--- src/include/spi_ctrl_defines.svh ---
/*
  board control block constants
  frame length, register map addresses and reset values
*/
`ifndef SPI_CTRL_DEFINES_SVH
`define SPI_CTRL_DEFINES_SVH

////////////////////////////////////////////////////////////////////////////
// spi framing

`define SPI_FRAME_BITS 16      // address byte then clr and set nibbles
`define SYNC_STAGES 2          // flops per spi input

////////////////////////////////////////////////////////////////////////////
// register map

`define REG_ADDR_LED      8'd7
`define REG_ADDR_MUX      8'd8   // peripheral routing
`define REG_ADDR_DAC      8'd9
`define REG_ADDR_RAILS    8'd10
`define REG_ADDR_SOFT_RST 8'd11  // no storage behind this one
`define REG_ADDR_DAC_REF  8'd12
`define REG_ADDR_ADC      8'd13
`define REG_ADDR_RELAY    8'd14

// relays come up with every bit set
// all other fields reset to zero
`define REG_RESET_RELAY 4'b1111

`endif

--- src/source/spi_ctrl_pkg.sv ---
/*
  board control types
  spi command word, its two readings, the register bank and routing vectors
*/
package spi_ctrl_pkg;

  // one bit per downstream peripheral
  // bit 0 adc03, bit 1 dac, bit 2 flash, bit 3 adc02
  typedef logic [3:0] periph_vec_t;

  // decoded view of a received frame, msb first on the wire
  typedef struct packed {
    logic [7:0] addr;  // first byte in
    logic [3:0] clr;   // frame bits 7..4
    logic [3:0] set;   // frame bits 3..0
  } spi_cmd_t;

  // same 16 bits seen as shift register or as command
  typedef union packed {
    logic [15:0] raw;
    spi_cmd_t    cmd;
  } spi_frame_u;

  // control bank as driven onto the board pins
  typedef struct packed {
    logic [3:0]  led;
    periph_vec_t mux;      // which peripheral gets cs
    logic [3:0]  dac;      // ldac, uni/bip a and b, rst
    logic [3:0]  rails;
    logic [3:0]  dac_ref;  // ref mux a/b
    logic [3:0]  adc;      // adc02 mode pins and rst
    logic [3:0]  relay;
    logic [3:0]  spare;    // pads to 32 bits, always zero
  } ctrl_regs_t;

endpackage

--- src/source/spi_frame_rx.sv ---
/*
  spi frame receiver for the register bank
  syncs the pins into clk, shifts in 16 bit frames and shifts out readback
*/
`include "spi_ctrl_defines.svh"

module spi_frame_rx (
  input  logic                     clk,
  input  logic                     arst_n,
  input  logic                     sclk,
  input  logic                     cs_n,
  input  logic                     special_n,
  input  logic                     mosi,
  input  logic [3:0]               rd_data,      // from reg file, same cycle
  output logic                     addr_valid,
  output logic [7:0]               rd_addr,
  output logic                     frame_valid,
  output spi_ctrl_pkg::spi_frame_u frame,
  output logic                     bank_miso
);

  localparam int CNT_W = $clog2(`SPI_FRAME_BITS + 2);
  localparam logic [CNT_W-1:0] CNT_ADDR = CNT_W'(`SPI_FRAME_BITS / 2 - 1);
  localparam logic [CNT_W-1:0] CNT_FULL = CNT_W'(`SPI_FRAME_BITS);
  localparam logic [CNT_W-1:0] CNT_SAT  = CNT_W'(`SPI_FRAME_BITS + 1);  // too long
  localparam logic [3:0] PIN_IDLE = 4'b0110;  // sclk low, selects high

  logic [`SYNC_STAGES-1:0][3:0] sync_q;
  logic                         sclk_s, cs_s, special_s, mosi_s;
  logic                         sclk_q, cs_q;  // previous synced values
  logic                         sclk_rise, sclk_fall, cs_rise;
  logic                         bank_sel;
  logic [CNT_W-1:0]             bit_cnt;
  spi_ctrl_pkg::spi_frame_u     frame_q;
  logic [7:0]                   out_q;         // readback shifter
  logic                         addr_valid_q, frame_valid_q, miso_q;

  ////////////////////////////////////////////////////////////////////////////
  // pin sync and edge detect

  always_ff @(posedge clk or negedge arst_n)
  begin
    if (!arst_n)
    begin
      sync_q <= {`SYNC_STAGES{PIN_IDLE}};
      sclk_q <= 1'b0;
      cs_q   <= 1'b1;
    end
    else
    begin
      sync_q <= {sync_q[`SYNC_STAGES-2:0], {sclk, cs_n, special_n, mosi}};
      sclk_q <= sclk_s;
      cs_q   <= cs_s;
    end
  end

  assign {sclk_s, cs_s, special_s, mosi_s} = sync_q[`SYNC_STAGES-1];
  assign sclk_rise = sclk_s & ~sclk_q;   // mode 0 sample edge
  assign sclk_fall = ~sclk_s & sclk_q;
  assign cs_rise   = cs_s & ~cs_q;       // end of any frame
  assign bank_sel  = ~cs_s & ~special_s;

  ////////////////////////////////////////////////////////////////////////////
  // bit count and strobes

  always_ff @(posedge clk or negedge arst_n)
  begin
    if (!arst_n)
    begin
      bit_cnt       <= '0;
      addr_valid_q  <= 1'b0;
      frame_valid_q <= 1'b0;
    end
    else
    begin
      addr_valid_q  <= 1'b0;
      frame_valid_q <= 1'b0;
      if (cs_rise)
      begin
        frame_valid_q <= (bit_cnt == CNT_FULL);  // short or long frames dropped
        bit_cnt       <= '0;
      end
      else if (bank_sel && sclk_rise)
      begin
        addr_valid_q <= (bit_cnt == CNT_ADDR);   // 8th bit arriving now
        if (bit_cnt != CNT_SAT)
          bit_cnt <= bit_cnt + 1'b1;
      end
    end
  end

  // msb first, lsb end takes mosi
  always_ff @(posedge clk)
  begin
    if (bank_sel && sclk_rise)
      frame_q.raw <= {frame_q.raw[`SPI_FRAME_BITS-2:0], mosi_s};
  end

  ////////////////////////////////////////////////////////////////////////////
  // readback shifter, changes on falling sclk

  always_ff @(posedge clk or negedge arst_n)
  begin
    if (!arst_n)
    begin
      out_q  <= '0;
      miso_q <= 1'b0;
    end
    else if (cs_rise)
    begin
      out_q  <= '0;
      miso_q <= 1'b0;
    end
    else if (addr_valid_q)
      out_q <= {4'b0000, rd_data};  // zero extend to a byte
    else if (bank_sel && sclk_fall)
    begin
      miso_q <= out_q[7];
      out_q  <= {out_q[6:0], 1'b0};
    end
  end

  assign addr_valid  = addr_valid_q;
  assign rd_addr     = frame_q.raw[7:0];  // only first byte is in at addr_valid
  assign frame_valid = frame_valid_q;
  assign frame       = frame_q;
  assign bank_miso   = miso_q;

endmodule

--- src/source/ctrl_reg_file.sv ---
/*
  control register bank
  set/clear/toggle update per frame, soft reset, and readback by address
*/
`include "spi_ctrl_defines.svh"

module ctrl_reg_file (
  input  logic                     clk,
  input  logic                     arst_n,
  input  logic                     frame_valid,
  input  spi_ctrl_pkg::spi_frame_u frame,
  input  logic [7:0]               rd_addr,
  output logic [3:0]               rd_data,
  output spi_ctrl_pkg::ctrl_regs_t regs
);

  localparam spi_ctrl_pkg::ctrl_regs_t REGS_RESET = '{
    led:     4'h0,
    mux:     4'h0,
    dac:     4'h0,
    rails:   4'h0,
    dac_ref: 4'h0,
    adc:     4'h0,
    relay:   `REG_RESET_RELAY,
    spare:   4'h0
  };

  spi_ctrl_pkg::ctrl_regs_t regs_q;
  spi_ctrl_pkg::spi_cmd_t   cmd;

  assign cmd = frame.cmd;

  // bits in both set and clr toggle
  // otherwise set first, then clear
  function automatic logic [3:0] apply_cmd(input logic [3:0] cur,
                                           input spi_ctrl_pkg::spi_cmd_t c);
    logic [3:0] both;
    both = c.set & c.clr;
    if (|both)
      return cur ^ both;
    return (cur | c.set) & ~c.clr;
  endfunction

  ////////////////////////////////////////////////////////////////////////////
  // write side

  always_ff @(posedge clk or negedge arst_n)
  begin
    if (!arst_n)
      regs_q <= REGS_RESET;
    else if (frame_valid)
    begin
      case (cmd.addr)
        `REG_ADDR_LED:      regs_q.led     <= apply_cmd(regs_q.led, cmd);
        `REG_ADDR_MUX:      regs_q.mux     <= apply_cmd(regs_q.mux, cmd);
        `REG_ADDR_DAC:      regs_q.dac     <= apply_cmd(regs_q.dac, cmd);
        `REG_ADDR_RAILS:    regs_q.rails   <= apply_cmd(regs_q.rails, cmd);
        `REG_ADDR_SOFT_RST: regs_q         <= REGS_RESET;  // whole bank
        `REG_ADDR_DAC_REF:  regs_q.dac_ref <= apply_cmd(regs_q.dac_ref, cmd);
        `REG_ADDR_ADC:      regs_q.adc     <= apply_cmd(regs_q.adc, cmd);
        `REG_ADDR_RELAY:    regs_q.relay   <= apply_cmd(regs_q.relay, cmd);
        default:            ;  // unknown address, frame ignored
      endcase
    end
  end

  ////////////////////////////////////////////////////////////////////////////
  // readback, combinational for the receiver

  always_comb
  begin
    case (rd_addr)
      `REG_ADDR_LED:     rd_data = regs_q.led;
      `REG_ADDR_MUX:     rd_data = regs_q.mux;
      `REG_ADDR_DAC:     rd_data = regs_q.dac;
      `REG_ADDR_RAILS:   rd_data = regs_q.rails;
      `REG_ADDR_DAC_REF: rd_data = regs_q.dac_ref;
      `REG_ADDR_ADC:     rd_data = regs_q.adc;
      `REG_ADDR_RELAY:   rd_data = regs_q.relay;
      default:           rd_data = 4'h0;  // includes soft reset
    endcase
  end

  assign regs = regs_q;

endmodule

--- src/source/spi_route.sv ---
/*
  spi routing to the downstream peripherals
  steers chip select by the mux register and picks the miso source
*/
module spi_route (
  input  logic                      cs_n,
  input  logic                      special_n,
  input  spi_ctrl_pkg::periph_vec_t mux,
  input  spi_ctrl_pkg::periph_vec_t miso_vec,
  input  logic                      bank_miso,
  output spi_ctrl_pkg::periph_vec_t cs_vec,
  output logic                      miso
);

  spi_ctrl_pkg::periph_vec_t sel;      // peripherals with cs asserted
  spi_ctrl_pkg::periph_vec_t miso_on;  // selected miso lines

  ////////////////////////////////////////////////////////////////////////////
  // chip select

  // straight from the pins so pass-through keeps spi timing
  assign sel = mux & {4{~cs_n}};

  // bank frame keeps every peripheral deselected
  // no spurious writes while the fpga is addressed
  assign cs_vec = special_n ? ~sel : '1;

  ////////////////////////////////////////////////////////////////////////////
  // miso

  assign miso_on = mux & miso_vec;

  always_comb
  begin
    if (!special_n)
      miso = bank_miso;   // register bank readback
    else
      miso = |miso_on;    // any selected peripheral driving high
  end

endmodule

--- src/source/spi_ctrl_top.sv ---
/*
  board control top
  spi receiver, control register bank and peripheral routing
*/
module spi_ctrl_top (
  input  logic                      clk,
  input  logic                      arst_n,
  input  logic                      sclk,
  input  logic                      cs_n,
  input  logic                      special_n,
  input  logic                      mosi,
  input  spi_ctrl_pkg::periph_vec_t miso_vec,
  output logic                      miso,
  output spi_ctrl_pkg::periph_vec_t cs_vec,
  output spi_ctrl_pkg::ctrl_regs_t  regs
);

  logic [7:0]               rd_addr;
  logic [3:0]               rd_data;
  logic                     frame_valid;
  spi_ctrl_pkg::spi_frame_u frame;
  logic                     bank_miso;

  spi_frame_rx u_frame_rx (
    .clk         (clk),
    .arst_n      (arst_n),
    .sclk        (sclk),
    .cs_n        (cs_n),
    .special_n   (special_n),
    .mosi        (mosi),
    .rd_data     (rd_data),
    .addr_valid  (),
    .rd_addr     (rd_addr),
    .frame_valid (frame_valid),
    .frame       (frame),
    .bank_miso   (bank_miso)
  );

  ctrl_reg_file u_reg_file (
    .clk         (clk),
    .arst_n      (arst_n),
    .frame_valid (frame_valid),
    .frame       (frame),
    .rd_addr     (rd_addr),
    .rd_data     (rd_data),
    .regs        (regs)
  );

  // combinational, pins straight through
  spi_route u_route (
    .cs_n        (cs_n),
    .special_n   (special_n),
    .mux         (regs.mux),
    .miso_vec    (miso_vec),
    .bank_miso   (bank_miso),
    .cs_vec      (cs_vec),
    .miso        (miso)
  );

endmodule

--- config.mk ---
export PLATFORM = sky130hd
export DESIGN_NAME = spi_ctrl_top
export DESIGN_NICKNAME = d
export VERILOG_FILES = /design/src/source/spi_ctrl_pkg.sv /design/src/source/spi_frame_rx.sv /design/src/source/ctrl_reg_file.sv /design/src/source/spi_route.sv /design/src/source/spi_ctrl_top.sv
export VERILOG_INCLUDE_DIRS = /design/src /design/src/include
export SDC_FILE = /design/constraint.sdc
export NUM_CORES = 1
export LEC_CHECK = 0
export BUFFER_PORTS_ARGS = -buffer_cell sky130_fd_sc_hd__buf_2
export CORE_MARGIN = 5
export CORE_UTILIZATION = 55
export CTS_BUF_LIST = sky130_fd_sc_hd__clkbuf_2 sky130_fd_sc_hd__clkbuf_4 sky130_fd_sc_hd__clkbuf_8
export DETAILED_ROUTE_END_ITERATION = 8
export PLACE_DENSITY = 0.77
export SYNTH_ARGS = -nofsm -noshare
export SYNTH_HDL_FRONTEND = slang
export SYNTH_HIERARCHICAL = 1
export SYNTH_SLANG_ARGS = --single-unit
--- constraint.sdc ---
create_clock -name clk -period 2.74 [get_ports clk]
set_input_delay 0.548 -clock clk [delete_from_list [all_inputs] [get_ports clk]]
set_output_delay 0.548 -clock clk [all_outputs]
set_load 0.01 [all_outputs]
==> Word level (Yosys, flattened, before mapping) <==
Index checks and enable logic that the tools add are counted.
{ "totals": {"latch_bits": 0, "romBits": 0, "inputBits": 10, "out_inout_bits": 37, "mem_count": 0, "reg_bits": 70, "word_cells": 148, "ramBits": 0} }
{ "classes": {"addsub": 1, "n_lt_le_gt_ge": 0, "n_shift": 0, "bitwise_logic": 36, "n_eq_ne": 19, "n_mux": 51, "reduce_logical": 24, "n_div": 0, "mul": 0} }
{ "op_table": {"columns": ["op", "n"], "rows": [
  ["== test 8 x 4 -> 1 bit (second input constant)", 13],
  ["two-way mux 4 bit", 15],
  ["one-hot mux 4 bit (2 select lines)", 7],
  ["bitwise AND 4 bit", 10],
  ["bitwise OR 4 bit", 7],
  ["one-hot mux 4 bit (7 select lines)", 1],
  ["bitwise XOR 4 bit", 7],
  ["two-way mux 8 bit", 3],
  ["two-way mux 1 bit", 22],
  ["nonzero test 2 bit", 10],
  ["AND reduction 2 bit", 9],
  ["== test 8 x 3 -> 1 bit (second input constant)", 2],
  ["two-way mux 5 bit", 3],
  ["NOT 4 bit", 2],
  ["OR reduction 4 bit", 2],
  ["NOT 1 bit", 6],
  ["adder 5 x 1 -> 5 bit (second input constant)", 1],
  ["== test 5 x 3 -> 1 bit (second input constant)", 1],
  ["== test 5 bit (second input constant)", 1],
  ["inequality test 5 bit (second input constant)", 1],
  ["bitwise AND 1 bit", 4],
  ["nonzero test 3 bit", 1],
  ["logical AND 1 bit", 2],
  ["inequality test 2 x 1 -> 1 bit (second input constant)", 1]
]} }

==> Depth between registers and ports, before layout <==
{ "depth": {"word_depth": 7, "depth_mapped": 8, "mapped_depth_nobuf": 6} }

==> Cells and area by module <==
Netlist, hierarchy kept.
{ "by_module_without_submodules": {"columns": ["mod", "cells_each", "area_per_inst_um2", "seq_area_each_um2", "instances"], "rows": [
  ["ctrl_reg_file", 297, 2393.5, 705.7, 1],
  ["spi_frame_rx", 114, 1601.5, 1137.3, 1],
  ["spi_route", 9, 53.8, 0.0, 1]
]} }

==> Worst setup path after synthesis <==
Ideal clock, no wire load.
{ "synth_timing": {"path_kind": "reg2reg", "from": "register u_frame_rx.frame_q (netlist bit u_frame_rx/frame[1])", "to": "register u_frame_rx.out_q[2]", "setup_time_ns": 0.132, "path_slack_ns": 0.781, "arrival_ns": 1.827, "path_buffers": 2, "period_less_slack_ns": 1.959, "required_time_ns": 2.608, "stages_incl_launch_ff": 9, "cell_sequence": "edfxtp_1 -> buf_4 -> clkbuf_1 -> mux4_2 -> nor2b_1 -> a31oi_1 -> o22ai_1 -> o21ai_0 -> a31oi_1"} }
{ "synth_between": {"elab_chain_len": 4, "elab_cells_between_ends": 10, "cone_classes": "7 x eq/ne; 3 x mux"} }
{ "synth_lines": {"columns": ["item", "line", "rtl"], "rows": [
  ["from (decl)", "spi_frame_rx.sv:34", "spi_ctrl_pkg::spi_frame_u frame_q;"],
  ["== test 8 x 4 -> 1 bit or == test 8 x 3 -> 1 bit (tied branches)", "ctrl_reg_file.sv:72", "case (rd_addr)"],
  ["one-hot mux 4 bit (7 select lines) *", "ctrl_reg_file.sv:72", null],
  ["via rd_data[2]", "spi_ctrl_top.sv:19", "logic [3:0] rd_data;"],
  ["two-way mux 8 bit *", "spi_frame_rx.sv:114", "else if (addr_valid_q)"],
  ["two-way mux 8 bit *", "spi_frame_rx.sv:109", "else if (cs_rise)"],
  ["to (signal assigned)", "spi_frame_rx.sv:115", "out_q <= {4'b0000, rd_data};"],
  ["to (signal assigned)", "spi_frame_rx.sv:119", "out_q <= {out_q[6:0], 1'b0};"],
  ["to (decl)", "spi_frame_rx.sv:35", "logic [7:0] out_q;"]
]} }
Mark *: on every way through the listed nets, which the timed path passes. The rest lies on a longest branch.
A chain may end at the register's enable or synchronous reset.

==> Worst setup path after layout <==
{ "layout_timing": {"from": "register u_frame_rx.frame_q (netlist bit u_frame_rx/frame[4])", "to": "register u_reg_file.regs_q (netlist bit u_reg_file/regs[17])"} }
{ "layout_between": {"elab_chain_len": 7} }
{ "layout_lines": {"columns": ["item", "line", "rtl"], "rows": [
  ["bitwise AND 4 bit", "ctrl_reg_file.sv:38", "both = c.set & c.clr;"],
  ["OR reduction 4 bit", "ctrl_reg_file.sv:39", "if (|both)"],
  ["two-way mux 1 bit", "ctrl_reg_file.sv:39", null],
  ["two-way mux 1 bit", "ctrl_reg_file.sv:53", "case (cmd.addr)"],
  ["two-way mux 1 bit", "ctrl_reg_file.sv:51", "else if (frame_valid)"],
  ["two-way mux 4 bit", "ctrl_reg_file.sv:41", "return (cur | c.set) & ~c.clr;"],
  ["one-hot mux 4 bit (2 select lines)", "ctrl_reg_file.sv:53", null],
  ["to (decl)", "ctrl_reg_file.sv:28", "spi_ctrl_pkg::ctrl_regs_t regs_q;"]
]} }
Every way passes these cells. The select of a mux whose other input is x is not followed.

==> results.md <==
* Status: finished clean
* Syn-to-layout area delta at 12.2%
* Final min period at about 2.1 ns
* Post-synth top flop: dfrtp_1
* Die width at 95.8 µm
* Cell count after synthesis at 420
* Non-filler instance count after layout at about 550
* Clock sinks at 70
* Leakage at about 0.0019 µW
* DRC viols at 0
* Largest net degree at the start of global routing at 35
* N_diodes at 0
* Crit share post-route at between 70% and 80%
* DR pass1 iterations at 6
* Yosys reg bits at 70
* Routed len/inst at 19.7 µm
* Crit path buffers/inverters at 1
* WS Path Type: flip-flop to flip-flop
* Boundary Pins at 47
* Crit Path Max Fanout at 17
* WP depth at 5
* Final Max Slew Viols at 0
* Final instance area at around 4500 µm²
* Clock skew at between 0.009 and 0.01 ns
* Number of synthesized flops with an enable pin at 16
* Initial antenna violation count at 0
* PwrDens at about 500 nW/µm²
* HPWL after DPL at around 7700 µm
* Die area at between 9000 and 10,000 µm²
* Vias in the first global route at around 3,500
* Final core utilization at between 60% and 70%
* Final hold viol count at 0
* Total wire length at ~11,000 µm
* Sequential-to-total area share from yosys stat at 45.5%
* Deepest clock path buffer count at 2
* Footprint of the multi-input gates at roughly 1900 µm²
* Post-DR vias/cell at approximately 6.5
* Worst Path Arrival at about 2.3 ns
* Resize count post-CTS at 0
* Layout fillers at a little over 600
* Rows at 31
* Placed cells at approximately 540
* Post-synth ARST share at between 70% and 80%
* Slowest cell on the critical path: edfxtp_1
* Setup_tns at 0 ns
* Vias at 3,593
* Starting Density at a little under three fifths
* Top delay family on crit path: compound AO/OA/AOI/OAI gates
* Dpl cell area at around 4300 µm²
* CP endpoint kind: flip-flop
* Final ANT Viol Nets at 0
* Post-Syn Area at ~4000 µm²
* Reg2Reg Depth at 5
* Num CTS Buffers at 9
* Max-Cap Viols at 0
* DP Worst Slack at approximately 0.74 ns
* RSZ-0062 raised after global routing: false
* Cell Chain, Critical Path: a222oi_1, buf_4, a21oi_1, nor2_1, o311ai_0
* Avg Cell Area, Syn at 9.64 µm²
* CP startpoint kind: flip-flop
* Final Setup Violations at 0
* Share of layout cells above drive strength 1 at 21.0%
* Gr ovfl total at 0
* Skew-Pair Late Insertion Delay at between 0.3 and 0.4 ns
* Core ar. at 7210 µm²
* Netlist cell types at 68
* Port bufs at 42
* Reg clk slew, reported paths at 0.08 ns
* GRT Overall Usage at roughly 25%
* Nets@finish at 461
* Relative slew slack at a little over half
* Root Buffer: clkbuf_8
* Reg area at between 1500 and 2000 µm²
* Max Freq at between 400 and 500 MHz
* Worst-margin pin slew at slightly below 0.7 ns
* Htree depth at 3
* Worst EP required at 2.93 ns
* CTS Hold Bufs at 0
* DIE HEIGHT at 95.8 µm
* Worst vdd ir at 0.281 mV
* Hold Crit Class: input pin to asynchronous set/reset pin
* Wire length of the first global-routing pass at between 15,000 and 20,000 µm
* TritonCTS clock tree: done
* Crit path largest cell delay at around 0.56 ns
* Starting DRC count in detailed routing at around 440
* Postcts setup bufs at 0
* Worst setup margin at roughly 0.67 ns
* Yosys warning total at 6
* GPL Wtd Cong at between 0.9 and 1
==> cell usage in the layout, fill, tap and decap left out, types with 5 or more instances in the layout <==
cell	n
a32oi_1	5
and3_1	5
mux2i_1	10
nand2_1	49
a21oi_1	15
clkbuf_8	9
nor2b_1	11
buf_2	42
nor2_1	24
o211ai_1	16
inv_1	21
dfstp_2	9
o22ai_1	5
edfxtp_1	16
a22oi_1	8
a31oi_1	9
o21ai_0	14
o2111ai_1	8
nand4_1	7
dfrtp_1	45
nand3_1	21
buf_4	11
==> cell type report <==
type | instances | area share (%)
multi-input cells | 292 | 42.6
flip-flops and latches | 70 | 40.6
repair buffers | 53 | 6.44
clock inverters | 6 | 2.95
clock buffers | 10 | 2.89
well taps | 99 | 2.73
inverters | 22 | 1.82
==> cell usage after synthesis, types with 3 or more instances <==
| cell | number | share of area [%] |
|---|---|---|
| buf_4 | 12 | 2.2 |
| mux2i_1 | 10 | 2.5 |
| o21ai_0 | 14 | 1.7 |
| ha_1 | 3 | 0.93 |
| nand3_1 | 21 | 2.6 |
| inv_1 | 21 | 1.9 |
| o2bb2ai_1 | 3 | 0.65 |
| a32oi_1 | 5 | 1.1 |
| nand2_1 | 49 | 4.5 |
| clkbuf_1 | 22 | 2.0 |
| nor2b_1 | 11 | 1.7 |
| a22oi_1 | 8 | 1.5 |
| nor3_1 | 3 | 0.37 |
| dfrtp_1 | 45 | 28 |
| a21oi_1 | 15 | 1.9 |
| nor4_1 | 4 | 0.62 |
| mux4_2 | 4 | 2.2 |
| nand4b_1 | 4 | 0.87 |
| and4_1 | 3 | 0.65 |
| nand4_1 | 7 | 1.1 |
| a211oi_1 | 4 | 0.74 |
| dfstp_2 | 9 | 5.8 |
| o211ai_1 | 16 | 3.0 |
| a31oi_1 | 9 | 1.4 |
| nor2_1 | 24 | 2.2 |
| mux2_2 | 4 | 1.1 |
| buf_2 | 5 | 0.62 |
| edfxtp_1 | 16 | 12 |
| nand2b_1 | 4 | 0.62 |
| o2111ai_1 | 8 | 1.7 |
| and3_1 | 5 | 0.77 |
| o22ai_1 | 5 | 0.77 |
==> per-layer routing <==
metal	GRT usage, %	part of all wire (%)	up-vias
met1	33.6	41	1727
met5	0	0	-
met3	5.39	7.4	48
li1	-	-	1608
met4	14.1	4.3	0
met2	39.1	48	210
==> flip-flops by register name, summed over array words and instances (netlist names) <==
signal and cells:
u_frame_rx/addr_valid 1, u_frame_rx/bank_miso 1, u_frame_rx/bit_cnt 5, u_frame_rx/cs_q 1, u_frame_rx/cs_s 1, u_frame_rx/frame 16
u_frame_rx/frame_valid 1, u_frame_rx/mosi_s 1, u_frame_rx/out_q 8, u_frame_rx/sclk_q 1, u_frame_rx/sclk_s 1, u_frame_rx/special_s 1
u_frame_rx/sync_q 4, u_reg_file/regs 28
==> through the flow <==
stage	power (µW)	hold WS, ns
3_3_place_gp	1200	0.332
5_1_grt	2370	0.205
4_1_cts	2300	0.194
3_5_place_dp	1210	0.337
2_1_floorplan	1170	0.252
6_report	2280	0.175
==> logic make-up (layout without fill, tap and decap cells) <==
| kind of cell | count (synthesis) | after routing | synth area share, % |
|---|---|---|---|
| muxes | 19 | 19 | 6.18 |
| xor gates and xnor gates | 4 | 4 | 0.865 |
| and+or+nand+nor | 155 | 155 | 20.7 |
| other | 1 | 4 | 0.0926 |
| buffers and inverters | 61 | 91 | 6.92 |
| adders and majority gates | 3 | 3 | 0.927 |
| AOI/OAI and AO/OA | 107 | 107 | 18.8 |
| DFF | 70 | 70 | 45.5 |
==> report_power, final <==
group	internal (µW)	switching, µW	total, µW
logic	28.2	60.1	88.3
clock network	707	390	1100
registers	1080	15.2	1100
==> path summary, 6_finish.rpt <==
path | slack [ns] | to | from
worst max-delay path | 0.67 | u_reg_file/regs[17]$_DFFE_PN0P_ | u_frame_rx/frame[4]$_DFFE_PP_
worst min-delay path | 0.17 | u_reg_file/regs[21]$_DFFE_PN0P_ | arst_n
min in group clk | 0.31 | u_frame_rx/sync_q[0]$_DFF_PN0_ | mosi
worst max register to register | 0.67 | u_reg_file/regs[17]$_DFFE_PN0P_ | u_frame_rx/frame[4]$_DFFE_PP_
max in group asynchronous | 1.71 | u_frame_rx/special_s$_DFF_PN1_ | arst_n
worst min register to register | 0.35 | u_frame_rx/mosi_s$_DFF_PN0_ | u_frame_rx/sync_q[0]$_DFF_PN0_
Note: power is estimated with default switching activity, not from simulation.
